[src/design/rv_core_config.svh]
`ifndef RV_CORE_CONFIG_SVH
`define RV_CORE_CONFIG_SVH

`default_nettype none

// First fetch address out of reset
`define RV_RESET_PC 32'h0000_0000

// ADDI x0,x0,0
// Loaded into decode on a squash, and the source of every bubble
`define RV_NOP_INSN 32'h0000_0013

`default_nettype wire

`endif

[src/design/rv_pkg.sv]
`default_nettype none

package rv_pkg;

  //////////////////////////////////////////////////
  // Encodings
  //////////////////////////////////////////////////

  // Major opcodes, instruction bits 6:2
  typedef enum logic [4:0] {
    opc_load   = 5'b00000,
    opc_op_imm = 5'b00100,
    opc_auipc  = 5'b00101,
    opc_store  = 5'b01000,
    opc_op     = 5'b01100,
    opc_lui    = 5'b01101,
    opc_branch = 5'b11000,
    opc_jalr   = 5'b11001,
    opc_jal    = 5'b11011
  } opcode_e;

  // ALU operations
  typedef enum logic [3:0] {
    alu_add,
    alu_sub,
    alu_sll,
    alu_slt,
    alu_sltu,
    alu_xor,
    alu_srl,
    alu_sra,
    alu_or,
    alu_and,
    alu_pass_b
  } alu_op_e;

  // Write-back source
  typedef enum logic [1:0] {
    wb_alu  = 2'd0,
    wb_load = 2'd1,
    wb_ret  = 2'd2
  } wb_sel_e;

  //////////////////////////////////////////////////
  // Stage registers
  //////////////////////////////////////////////////

  // Fetch to decode
  typedef struct packed {
    logic [31:0] pc;
    logic [31:0] ret;
    logic [31:0] insn;
  } if_id_t;

  // Decode to execute
  typedef struct packed {
    logic [31:0] rs1_data;
    logic [31:0] rs2_data;
    logic [31:0] imm;
    logic [31:0] pc;
    logic [31:0] ret;
    alu_op_e     alu_op;
    logic [2:0]  funct3;
    opcode_e     opcode;
    // Operand A from pc, operand B from immediate
    logic        a_is_pc;
    logic        b_is_imm;
    logic        mem_rd;
    logic        mem_wr;
    wb_sel_e     wb_sel;
    logic [4:0]  rd;
    logic        wb_en;
  } id_ex_t;

  // Execute to memory access
  typedef struct packed {
    logic [31:0] result;
    logic [31:0] store_data;
    logic [31:0] ret;
    logic [2:0]  funct3;
    logic        mem_rd;
    logic        mem_wr;
    wb_sel_e     wb_sel;
    logic [4:0]  rd;
    logic        wb_en;
  } ex_ma_t;

  // Memory access to register file
  typedef struct packed {
    logic        wb_en;
    logic [4:0]  rd;
    logic [31:0] data;
  } wb_t;

endpackage

`default_nettype wire

[src/design/rv_regfile.sv]
`default_nettype none

module rv_regfile (
  input  logic        i_clk,
  input  logic        i_rst,
  input  rv_pkg::wb_t i_wb,
  input  logic [4:0]  i_rs1,
  input  logic [4:0]  i_rs2,
  output logic [31:0] o_rs1_data,
  output logic [31:0] o_rs2_data
);

  // x1..x31, x0 has no storage
  logic [31:0] regs [1:31];

  // No writes while reset is applied
  always_ff @(posedge i_clk) begin
    if (!i_rst && i_wb.wb_en && (i_wb.rd != 5'd0)) begin
      regs[i_wb.rd] <= i_wb.data;
    end
  end

  // Write-first, so write-back never needs an interlock
  function automatic logic [31:0] read_port(input logic [4:0] addr);
    if (addr == 5'd0) begin
      return 32'd0;
    end
    if (i_wb.wb_en && (addr == i_wb.rd)) begin
      return i_wb.data;
    end
    return regs[addr];
  endfunction

  always_comb begin
    o_rs1_data = read_port(i_rs1);
    o_rs2_data = read_port(i_rs2);
  end

endmodule

`default_nettype wire

[src/design/rv_fetch.sv]
`include "rv_core_config.svh"

`default_nettype none

module rv_fetch (
  input  logic           i_clk,
  input  logic           i_rst,
  input  logic           i_ce,
  input  logic           i_stall,
  input  logic           i_redirect,
  input  logic [31:0]    i_target,
  input  logic [31:0]    i_insn,
  output logic [31:0]    o_pc,
  output rv_pkg::if_id_t o_if_id
);

  // Sequential next address, also the return address
  logic [31:0] pc_next;

  assign pc_next = o_pc + 32'd4;

  //////////////////////////////////////////////////
  // PC and fetch-to-decode register
  //////////////////////////////////////////////////
  always_ff @(posedge i_clk) begin
    if (i_rst) begin
      o_pc         <= `RV_RESET_PC;
      o_if_id.insn <= `RV_NOP_INSN;
    end else if (i_ce) begin
      if (i_redirect) begin
        // Taken branch wins over a stall
        o_pc         <= i_target;
        // Fetched word is on the wrong path, squash it
        o_if_id.insn <= `RV_NOP_INSN;
      end else if (!i_stall) begin
        o_pc         <= pc_next;
        o_if_id.pc   <= o_pc;
        o_if_id.ret  <= pc_next;
        o_if_id.insn <= i_insn;
      end
      // Stalled: hold pc and refetch the same word
    end
  end

endmodule

`default_nettype wire

[src/design/rv_decode.sv]
`include "rv_core_config.svh"

`default_nettype none

module rv_decode (
  input  logic           i_clk,
  input  logic           i_rst,
  input  logic           i_ce,
  input  logic           i_flush,
  input  rv_pkg::if_id_t i_if_id,
  input  rv_pkg::wb_t    i_wb,
  input  logic [4:0]     i_ma_rd,
  input  logic           i_ma_wb_en,
  output logic           o_stall,
  output rv_pkg::id_ex_t o_id_ex
);

  logic [4:0]     rs1;
  logic [4:0]     rs2;
  logic [31:0]    rs1_data;
  logic [31:0]    rs2_data;
  logic           use_rs1;
  logic           use_rs2;
  rv_pkg::id_ex_t dec;
  rv_pkg::id_ex_t bubble;
  rv_pkg::id_ex_t id_ex_next;

  assign rs1 = i_if_id.insn[19:15];
  assign rs2 = i_if_id.insn[24:20];

  // Register reads, write-back lands here too
  rv_regfile regfile_i (
    .i_clk      (i_clk),
    .i_rst      (i_rst),
    .i_wb       (i_wb),
    .i_rs1      (rs1),
    .i_rs2      (rs2),
    .o_rs1_data (rs1_data),
    .o_rs2_data (rs2_data)
  );

  //////////////////////////////////////////////////
  // Field decode
  //////////////////////////////////////////////////

  // funct3 to ALU op, alt picks sub or sra
  function automatic rv_pkg::alu_op_e alu_from_funct(input logic [2:0] f3, input logic alt);
    case (f3)
      3'b000:  return alt ? rv_pkg::alu_sub : rv_pkg::alu_add;
      3'b001:  return rv_pkg::alu_sll;
      3'b010:  return rv_pkg::alu_slt;
      3'b011:  return rv_pkg::alu_sltu;
      3'b100:  return rv_pkg::alu_xor;
      3'b101:  return alt ? rv_pkg::alu_sra : rv_pkg::alu_srl;
      3'b110:  return rv_pkg::alu_or;
      default: return rv_pkg::alu_and;
    endcase
  endfunction

  // Control fields and immediate only, no operand data
  function automatic rv_pkg::id_ex_t decode_insn(input logic [31:0] insn);
    rv_pkg::id_ex_t d;
    logic [31:0]    imm_i;
    logic [31:0]    imm_s;
    logic [31:0]    imm_b;
    logic [31:0]    imm_u;
    logic [31:0]    imm_j;
    logic           writes;
    imm_i = {{20{insn[31]}}, insn[31:20]};
    imm_s = {{20{insn[31]}}, insn[31:25], insn[11:7]};
    imm_b = {{19{insn[31]}}, insn[31], insn[7], insn[30:25], insn[11:8], 1'b0};
    imm_u = {insn[31:12], 12'd0};
    imm_j = {{11{insn[31]}}, insn[31], insn[19:12], insn[20], insn[30:21], 1'b0};
    d        = '0;
    d.opcode = rv_pkg::opcode_e'(insn[6:2]);
    d.funct3 = insn[14:12];
    d.rd     = insn[11:7];
    d.alu_op = rv_pkg::alu_add;
    d.wb_sel = rv_pkg::wb_alu;
    writes   = 1'b1;
    case (d.opcode)
      rv_pkg::opc_op: begin
        d.alu_op = alu_from_funct(d.funct3, insn[30]);
      end
      rv_pkg::opc_op_imm: begin
        // Only srai uses bit 30 among the immediates
        d.alu_op   = alu_from_funct(d.funct3, insn[30] && (d.funct3 == 3'b101));
        d.imm      = imm_i;
        d.b_is_imm = 1'b1;
      end
      rv_pkg::opc_load: begin
        d.imm      = imm_i;
        d.b_is_imm = 1'b1;
        d.mem_rd   = 1'b1;
        d.wb_sel   = rv_pkg::wb_load;
      end
      rv_pkg::opc_store: begin
        d.imm      = imm_s;
        d.b_is_imm = 1'b1;
        d.mem_wr   = 1'b1;
        writes     = 1'b0;
      end
      // ALU forms pc+imm as the target
      rv_pkg::opc_branch: begin
        d.imm      = imm_b;
        d.a_is_pc  = 1'b1;
        d.b_is_imm = 1'b1;
        writes     = 1'b0;
      end
      rv_pkg::opc_jal: begin
        d.imm      = imm_j;
        d.a_is_pc  = 1'b1;
        d.b_is_imm = 1'b1;
        d.wb_sel   = rv_pkg::wb_ret;
      end
      // rs1+imm, bit 0 cleared in execute
      rv_pkg::opc_jalr: begin
        d.imm      = imm_i;
        d.b_is_imm = 1'b1;
        d.wb_sel   = rv_pkg::wb_ret;
      end
      rv_pkg::opc_lui: begin
        d.alu_op   = rv_pkg::alu_pass_b;
        d.imm      = imm_u;
        d.b_is_imm = 1'b1;
      end
      rv_pkg::opc_auipc: begin
        d.imm      = imm_u;
        d.a_is_pc  = 1'b1;
        d.b_is_imm = 1'b1;
      end
      default: begin
        // Unsupported, treated as a no-op
        d.opcode = rv_pkg::opc_op_imm;
        writes   = 1'b0;
      end
    endcase
    // No write for x0, so the no-op decodes with wb_en low
    d.wb_en = writes && (d.rd != 5'd0);
    return d;
  endfunction

  assign dec    = decode_insn(i_if_id.insn);
  assign bubble = decode_insn(`RV_NOP_INSN);

  //////////////////////////////////////////////////
  // Interlock
  //////////////////////////////////////////////////

  // Sources really read, so LUI, AUIPC and JAL never stall
  always_comb begin
    use_rs1 = !((dec.opcode == rv_pkg::opc_lui) || (dec.opcode == rv_pkg::opc_auipc) ||
                (dec.opcode == rv_pkg::opc_jal));
    use_rs2 = (dec.opcode == rv_pkg::opc_op) || (dec.opcode == rv_pkg::opc_store) ||
              (dec.opcode == rv_pkg::opc_branch);
  end

  // Pending in execute or memory access, write-back is bypassed
  function automatic logic src_pending(input logic [4:0] rs);
    return (rs != 5'd0) &&
           ((o_id_ex.wb_en && (rs == o_id_ex.rd)) || (i_ma_wb_en && (rs == i_ma_rd)));
  endfunction

  always_comb begin
    o_stall = (use_rs1 && src_pending(rs1)) || (use_rs2 && src_pending(rs2));
  end

  //////////////////////////////////////////////////
  // Decode-to-execute register
  //////////////////////////////////////////////////
  always_comb begin
    id_ex_next          = dec;
    id_ex_next.rs1_data = rs1_data;
    id_ex_next.rs2_data = rs2_data;
    id_ex_next.pc       = i_if_id.pc;
    id_ex_next.ret      = i_if_id.ret;
  end

  always_ff @(posedge i_clk) begin
    if (i_rst) begin
      o_id_ex <= bubble;
    end else if (i_ce) begin
      // Bubble on interlock or squash
      if (o_stall || i_flush) begin
        o_id_ex <= bubble;
      end else begin
        o_id_ex <= id_ex_next;
      end
    end
  end

endmodule

`default_nettype wire

[src/design/rv_execute.sv]
`default_nettype none

module rv_execute (
  input  logic           i_clk,
  input  logic           i_rst,
  input  logic           i_ce,
  input  rv_pkg::id_ex_t i_id_ex,
  output logic           o_redirect,
  output logic [31:0]    o_target,
  output rv_pkg::ex_ma_t o_ex_ma
);

  logic [31:0]    op_a;
  logic [31:0]    op_b;
  logic [31:0]    result;
  logic           taken;
  logic           is_jalr;
  rv_pkg::ex_ma_t ex_ma_next;

  //////////////////////////////////////////////////
  // ALU
  //////////////////////////////////////////////////
  assign op_a = i_id_ex.a_is_pc  ? i_id_ex.pc  : i_id_ex.rs1_data;
  assign op_b = i_id_ex.b_is_imm ? i_id_ex.imm : i_id_ex.rs2_data;

  always_comb begin
    case (i_id_ex.alu_op)
      rv_pkg::alu_add:  result = op_a + op_b;
      rv_pkg::alu_sub:  result = op_a - op_b;
      rv_pkg::alu_sll:  result = op_a << op_b[4:0];
      rv_pkg::alu_slt:  result = {31'd0, $signed(op_a) < $signed(op_b)};
      rv_pkg::alu_sltu: result = {31'd0, op_a < op_b};
      rv_pkg::alu_xor:  result = op_a ^ op_b;
      rv_pkg::alu_srl:  result = op_a >> op_b[4:0];
      rv_pkg::alu_sra:  result = $unsigned($signed(op_a) >>> op_b[4:0]);
      rv_pkg::alu_or:   result = op_a | op_b;
      rv_pkg::alu_and:  result = op_a & op_b;
      default:          result = op_b;
    endcase
  end

  //////////////////////////////////////////////////
  // Branch condition and target
  //////////////////////////////////////////////////

  // Compared on the register operands, ALU busy with pc+imm
  always_comb begin
    case (i_id_ex.funct3)
      3'b000:  taken = i_id_ex.rs1_data == i_id_ex.rs2_data;
      3'b001:  taken = i_id_ex.rs1_data != i_id_ex.rs2_data;
      3'b100:  taken = $signed(i_id_ex.rs1_data) <  $signed(i_id_ex.rs2_data);
      3'b101:  taken = $signed(i_id_ex.rs1_data) >= $signed(i_id_ex.rs2_data);
      3'b110:  taken = i_id_ex.rs1_data <  i_id_ex.rs2_data;
      3'b111:  taken = i_id_ex.rs1_data >= i_id_ex.rs2_data;
      default: taken = 1'b0;
    endcase
  end

  assign is_jalr    = i_id_ex.opcode == rv_pkg::opc_jalr;
  assign o_target   = {result[31:1], result[0] & !is_jalr};
  // Jumps always redirect
  assign o_redirect = ((i_id_ex.opcode == rv_pkg::opc_branch) && taken) ||
                      (i_id_ex.opcode == rv_pkg::opc_jal) || is_jalr;

  //////////////////////////////////////////////////
  // Execute-to-memory register
  //////////////////////////////////////////////////
  always_comb begin
    ex_ma_next.result     = result;
    ex_ma_next.store_data = i_id_ex.rs2_data;
    ex_ma_next.ret        = i_id_ex.ret;
    ex_ma_next.funct3     = i_id_ex.funct3;
    ex_ma_next.mem_rd     = i_id_ex.mem_rd;
    ex_ma_next.mem_wr     = i_id_ex.mem_wr;
    ex_ma_next.wb_sel     = i_id_ex.wb_sel;
    ex_ma_next.rd         = i_id_ex.rd;
    ex_ma_next.wb_en      = i_id_ex.wb_en;
  end

  always_ff @(posedge i_clk) begin
    if (i_rst) begin
      o_ex_ma.mem_rd <= 1'b0;
      o_ex_ma.mem_wr <= 1'b0;
      o_ex_ma.wb_en  <= 1'b0;
    end else if (i_ce) begin
      o_ex_ma <= ex_ma_next;
    end
  end

endmodule

`default_nettype wire

[src/design/rv_mem_access.sv]
`default_nettype none

module rv_mem_access (
  input  logic           i_clk,
  input  logic           i_rst,
  input  logic           i_ce,
  input  rv_pkg::ex_ma_t i_ex_ma,
  input  logic [31:0]    i_data_rd,
  output logic [31:0]    o_addr_d,
  output logic [3:0]     o_we_d,
  output logic           o_rd_d,
  output logic [31:0]    o_data_out_d,
  output rv_pkg::wb_t    o_wb
);

  logic [1:0]  lane;
  logic [3:0]  byte_en;
  logic [31:0] load_shifted;
  logic [31:0] load_data;
  logic [31:0] wb_data;

  // Byte offset within the word
  assign lane     = i_ex_ma.result[1:0];
  assign o_addr_d = i_ex_ma.result;
  assign o_rd_d   = i_ex_ma.mem_rd;
  assign o_we_d   = byte_en & {4{i_ex_ma.mem_wr}};

  //////////////////////////////////////////////////
  // Store lanes
  //////////////////////////////////////////////////

  // Replicate so every lane carries the value
  always_comb begin
    case (i_ex_ma.funct3[1:0])
      2'b00: begin
        byte_en      = 4'b0001 << lane;
        o_data_out_d = {4{i_ex_ma.store_data[7:0]}};
      end
      2'b01: begin
        byte_en      = lane[1] ? 4'b1100 : 4'b0011;
        o_data_out_d = {2{i_ex_ma.store_data[15:0]}};
      end
      default: begin
        byte_en      = 4'b1111;
        o_data_out_d = i_ex_ma.store_data;
      end
    endcase
  end

  //////////////////////////////////////////////////
  // Load extension and write-back select
  //////////////////////////////////////////////////
  assign load_shifted = i_data_rd >> {lane, 3'b000};

  // Bit 2 of funct3 selects zero extension
  always_comb begin
    case (i_ex_ma.funct3)
      3'b000:  load_data = {{24{load_shifted[7]}}, load_shifted[7:0]};
      3'b001:  load_data = {{16{load_shifted[15]}}, load_shifted[15:0]};
      3'b100:  load_data = {24'd0, load_shifted[7:0]};
      3'b101:  load_data = {16'd0, load_shifted[15:0]};
      default: load_data = load_shifted;
    endcase
  end

  always_comb begin
    case (i_ex_ma.wb_sel)
      rv_pkg::wb_load: wb_data = load_data;
      rv_pkg::wb_ret:  wb_data = i_ex_ma.ret;
      default:         wb_data = i_ex_ma.result;
    endcase
  end

  // Write-back register, read by the register file
  always_ff @(posedge i_clk) begin
    if (i_rst) begin
      o_wb.wb_en <= 1'b0;
    end else if (i_ce) begin
      o_wb.wb_en <= i_ex_ma.wb_en;
      o_wb.rd    <= i_ex_ma.rd;
      o_wb.data  <= wb_data;
    end
  end

endmodule

`default_nettype wire

[src/design/rv_core.sv]
`default_nettype none

module rv_core (
  input  logic        i_clk,
  input  logic        i_rst,
  input  logic        i_valid_i,
  input  logic        i_valid_d,
  input  logic [31:0] i_data_in_i,
  input  logic [31:0] i_data_in_d,
  output logic [31:0] o_addr_i,
  output logic [31:0] o_addr_d,
  output logic [3:0]  o_we_d,
  output logic        o_rd_d,
  output logic [31:0] o_data_out_d
);

  logic           ce;
  logic           stall;
  logic           redirect;
  logic [31:0]    target;
  rv_pkg::if_id_t if_id;
  rv_pkg::id_ex_t id_ex;
  rv_pkg::ex_ma_t ex_ma;
  rv_pkg::wb_t    wb;

  //////////////////////////////////////////////////
  // Clock enable
  //////////////////////////////////////////////////

  // Either port not ready freezes every stage
  assign ce = i_valid_i && i_valid_d;

  //////////////////////////////////////////////////
  // Stages
  //////////////////////////////////////////////////
  rv_fetch fetch_i (
    .i_clk      (i_clk),
    .i_rst      (i_rst),
    .i_ce       (ce),
    .i_stall    (stall),
    .i_redirect (redirect),
    .i_target   (target),
    .i_insn     (i_data_in_i),
    .o_pc       (o_addr_i),
    .o_if_id    (if_id)
  );

  // Interlock checks the memory-access rd here
  rv_decode decode_i (
    .i_clk      (i_clk),
    .i_rst      (i_rst),
    .i_ce       (ce),
    .i_flush    (redirect),
    .i_if_id    (if_id),
    .i_wb       (wb),
    .i_ma_rd    (ex_ma.rd),
    .i_ma_wb_en (ex_ma.wb_en),
    .o_stall    (stall),
    .o_id_ex    (id_ex)
  );

  rv_execute execute_i (
    .i_clk      (i_clk),
    .i_rst      (i_rst),
    .i_ce       (ce),
    .i_id_ex    (id_ex),
    .o_redirect (redirect),
    .o_target   (target),
    .o_ex_ma    (ex_ma)
  );

  rv_mem_access mem_access_i (
    .i_clk        (i_clk),
    .i_rst        (i_rst),
    .i_ce         (ce),
    .i_ex_ma      (ex_ma),
    .i_data_rd    (i_data_in_d),
    .o_addr_d     (o_addr_d),
    .o_we_d       (o_we_d),
    .o_rd_d       (o_rd_d),
    .o_data_out_d (o_data_out_d),
    .o_wb         (wb)
  );

endmodule

`default_nettype wire

[config.mk]
export PLATFORM = sky130hd
export DESIGN_NAME = rv_core
export DESIGN_NICKNAME = d
export VERILOG_FILES = /design/src/design/rv_pkg.sv /design/src/design/rv_regfile.sv /design/src/design/rv_fetch.sv /design/src/design/rv_decode.sv /design/src/design/rv_execute.sv /design/src/design/rv_mem_access.sv /design/src/design/rv_core.sv
export VERILOG_INCLUDE_DIRS = /design/src /design/src/design
export SDC_FILE = /design/constraint.sdc
export NUM_CORES = 2
export LEC_CHECK = 0
export ABC_AREA = 0
export BUFFER_PORTS_ARGS = -buffer_cell sky130_fd_sc_hd__buf_2
export CELL_PAD_IN_SITES_DETAIL_PLACEMENT = 2
export CELL_PAD_IN_SITES_GLOBAL_PLACEMENT = 2
export CORE_MARGIN = 2
export CORE_UTILIZATION = 42
export CTS_CLUSTER_SIZE = 28
export DETAILED_ROUTE_END_ITERATION = 8
export PLACE_DENSITY = 0.85
export SKIP_CTS_REPAIR_TIMING = 1
export SYNTH_ARGS = -nofsm -noshare
export SYNTH_HDL_FRONTEND = slang
export SYNTH_SLANG_ARGS = --single-unit
[constraint.sdc]
create_clock -name i_clk -period 7.2 [get_ports i_clk]
set_input_delay 0.72 -clock i_clk [delete_from_list [all_inputs] [get_ports i_clk]]
set_output_delay 0.72 -clock i_clk [all_outputs]
set_load 0.02 [all_outputs]
==> impl_metrics.json <==
{
  "status": "finished with violations",
  "violations": "max-capacitance violations, max-slew violations",
  "cts_max_level": 4,
  "synth_common_cells": "edfxtp_1 (1197), mux4_2 (557), nor2_1 (426)",
  "fmax_ghz": 0.150,
  "avgSynthCellArea_um2": 13.8,
  "arrival_ps": 7310,
  "drv_cap": 2,
  "layout-drive-gt1-share": 0.223,
  "crit_path_cell_trace": "inv_1 > ha_1 > a211oi_1 > o21ai_0 > o2111ai_1 > a41oi_2 > nor4b_1 > o31ai_4 > o21ai_4 > buf_4 > nand2_2 > nor2_2 > a22oi_1 > nor2_1",
  "nFillCells": 16900,
  "cp_top_family": "simple AND/OR/NAND/NOR gates",
  "r2r_slack_ps": 520,
  "hpwl_mm": 220,
  "ant_nets": 0,
  "root_buffer": "clkbuf_16",
  "synth-seq-cells": 1454,
  "rsz0062_at_grt": "false",
  "wl_met1_mm": 123,
  "ios": 169,
  "swShare": 0.278,
  "path_clk_slew_ps": 80,
  "cts.path.max_buffers": 3,
  "finalSetupViolCount": 0,
  "hold_violations": 0,
  "slew_violations": 34,
  "seq_power_share": 0.472,
  "slowest_stage": "nor2_2",
  "vias_per_cell": 7.43,
  "critPathLaunch": "decode_i.o_id_ex[132]",
  "grt_pass1_vias": 60000,
  "switchingPower_w": 0.00551,
  "synthDistinctLibCells": 99,
  "vias": 59200,
  "p_int_w": 0.0143,
  "antenna_found_initial": 31,
  "rows": 155,
  "cts_made_buffers": 152,
  "routed-wl-met2_mm": 168,
  "die_area_um2": 182000,
  "netlist_area_um2": 75000,
  "port_buffers": 166,
  "clkLatencyLatePin_ps": 850,
  "synth_ff_type": "edfxtp_1",
  "maxSlewHeadroom": -0.00699,
  "yosysTopAreaCellShare": 0.479,
  "cp-end-kind": "flop",
  "yosys-top-cells-area": "edfxtp_1 (48%), mux4_2 (17%), dfxtp_1 (6.9%)",
  "synth_cells": 5455,
  "required_ps": 7840,
  "initial_utilization": 0.421,
  "routed_wirelength_mm": 368,
  "powerDensity_nw_per_um2": 238,
  "ir_drop_mv": 0.222,
  "coreArea_um2": 178000,
  "clock_power_share": 0.426,
  "hp-class": "input pin to flop",
  "hp-start": "i_data_in_i[22]",
  "period_share": 0.928,
  "post-place-ws_ps": 1590,
  "globalplace.congestion": 1.00,
  "die_w_um": 427,
  "ys_warn_count": 0,
  "finalWorstSetupSlack_ps": 521,
  "max_slew.worst_pin.slew_ps": 1510,
  "dr.pass1.iters": 6,
  "syn-num-nets": 5657,
  "routed.top_layer": "met5",
  "netlist.top_cell.by_area": "edfxtp_1",
  "cts_sinks": 1454,
  "fin_nets": 5668,
  "ys_seq_area_frac": 0.548,
  "crit_fanout": 36,
  "path_class": "flop to flop",
  "post-route-min-period_ps": 6680,
  "cts_tree": "yes",
  "ys_async_sr_fraction": 0,
  "area.growth.synth_to_final_pct": 11.1,
  "final.setup.tns_ps": 0,
  "crit_path_max_incr_delay_ps": 1180,
  "synth.most_common_cell": "edfxtp_1",
  "overflow": 0,
  "leakagePower_nw": 27.0,
  "grt_max_degree": 134,
  "grt_use_total": 0.388,
  "clock_skew_ps": 70.1,
  "startpoint_type": "flop",
  "drt-wirelength-per-cell_um": 46.1,
  "wl_met3_mm": 44.6,
  "timing.critical_path.buf_inv": 2,
  "die_h_um": 427,
  "r2r-start": "decode_i.o_id_ex[132]",
  "drc": 0,
  "grt_pass1_wl_mm": 496,
  "synth-edff-count": 1197,
  "p_comb_frac": 0.102,
  "drt-initial-drc-count": 9527
}
==> layout make-up <==
class	count	area, µm²	area share
Sequential cell	1454	41100	0.494
Multi-Input combinational cell	3370	31400	0.377
Clock buffer	211	4290	0.0515
Tap cell	2355	2950	0.0354
Timing Repair Buffer	319	2190	0.0263
Clock inverter	70	638	0.00766
Inverter	169	637	0.00764
Antenna cell	19	47.5	0.000571
==> worst paths after layout <==
check	cells after the start	endpoint
max	14	decode_i.o_id_ex[173]
max reg2reg	14	decode_i.o_id_ex[173]
min reg2reg	0	execute_i.o_ex_ma[16]
min	2	flop
==> through the flow <==
stage,utilization,cell area (µm²),std cells,hold slack [ps],power [W]
final,0.468,83300,7967,109,0.0198
after global routing,0.468,83300,7950,119,0.0200
after CTS,0.467,83200,7943,76.4,0.0196
after detailed placement,0.439,78200,7662,423,0.0113
after global placement,0.439,78200,7662,416,0.0112
after floorplan,-,75000,5455,409,0.0106
==> cells in the final DEF, fill, tap and decap left out, types with 21 or more instances in the layout <==
cell       synthesis  final
o22ai_1           30     30
a21o_1            21     21
a22oi_1          108    108
clkbuf_1         225     40
mux2_2            28     28
nor2_1           426    392
o21ai_0          261    258
xnor2_1           51     51
mux2i_1          259    259
nand2_1          331    330
a22o_1           127    127
o211ai_1          33     33
clkinv_2           0     27
buf_4             46    138
inv_1            157    157
nor2b_1           27     27
edfxtp_1        1197   1197
a21oi_1          305    304
dfxtp_1          257    244
clkbuf_16          0    159
nand4_1           22     22
a211oi_1         113    113
nand3_1           50     50
buf_2             82    165
ha_1             132    131
nor2_4             0     33
xor2_1            39     39
mux4_2           557    557
a221oi_1          44     44
nor3_1            59     57
==> cells by family (layout without fill, tap and decap cells) <==
family / count (synthesis) / count (layout) / share of synthesized area
other cells: 0 / 19 / 0
fa+ha+maj: 134 / 134 / 0.0225
simple gates: 1025 / 1025 / 0.0595
xor+xnor: 90 / 90 / 0.0105
flops: 1454 / 1454 / 0.548
compound gates: 1259 / 1259 / 0.113
buf+inv: 631 / 769 / 0.0371
mux: 862 / 862 / 0.210
==> power groups by stage <==
stage	logic [W]	registers [W]	clock network [W]
global route	0.00206	0.00933	0.00865
CTS	0.00191	0.00932	0.00832
detailed placement	0.00184	0.00950	0
global placement	0.00175	0.00948	0
finish	0.00201	0.00934	0.00844
floorplan	0.00121	0.00937	0
==> flip-flops by register name, summed over array words and instances (netlist names), named ones only <==
signal and flops:
decode_i.o_id_ex 181, decode_i.regfile_i.regs 992, fetch_i.o_if_id 92, mem_access_i.o_wb 38
fetch_i.o_pc 32, execute_i.o_ex_ma 109
==> metal layers <==
layer | up-vias | GRT usage
met4 | 34 | 0.278
met3 | 1707 | 0.105
met2 | 5396 | 0.610
met5 | - | 0.00132
met1 | 30400 | 0.461
li1 | 21600 | -
Power figures use the tool's default switching activity.
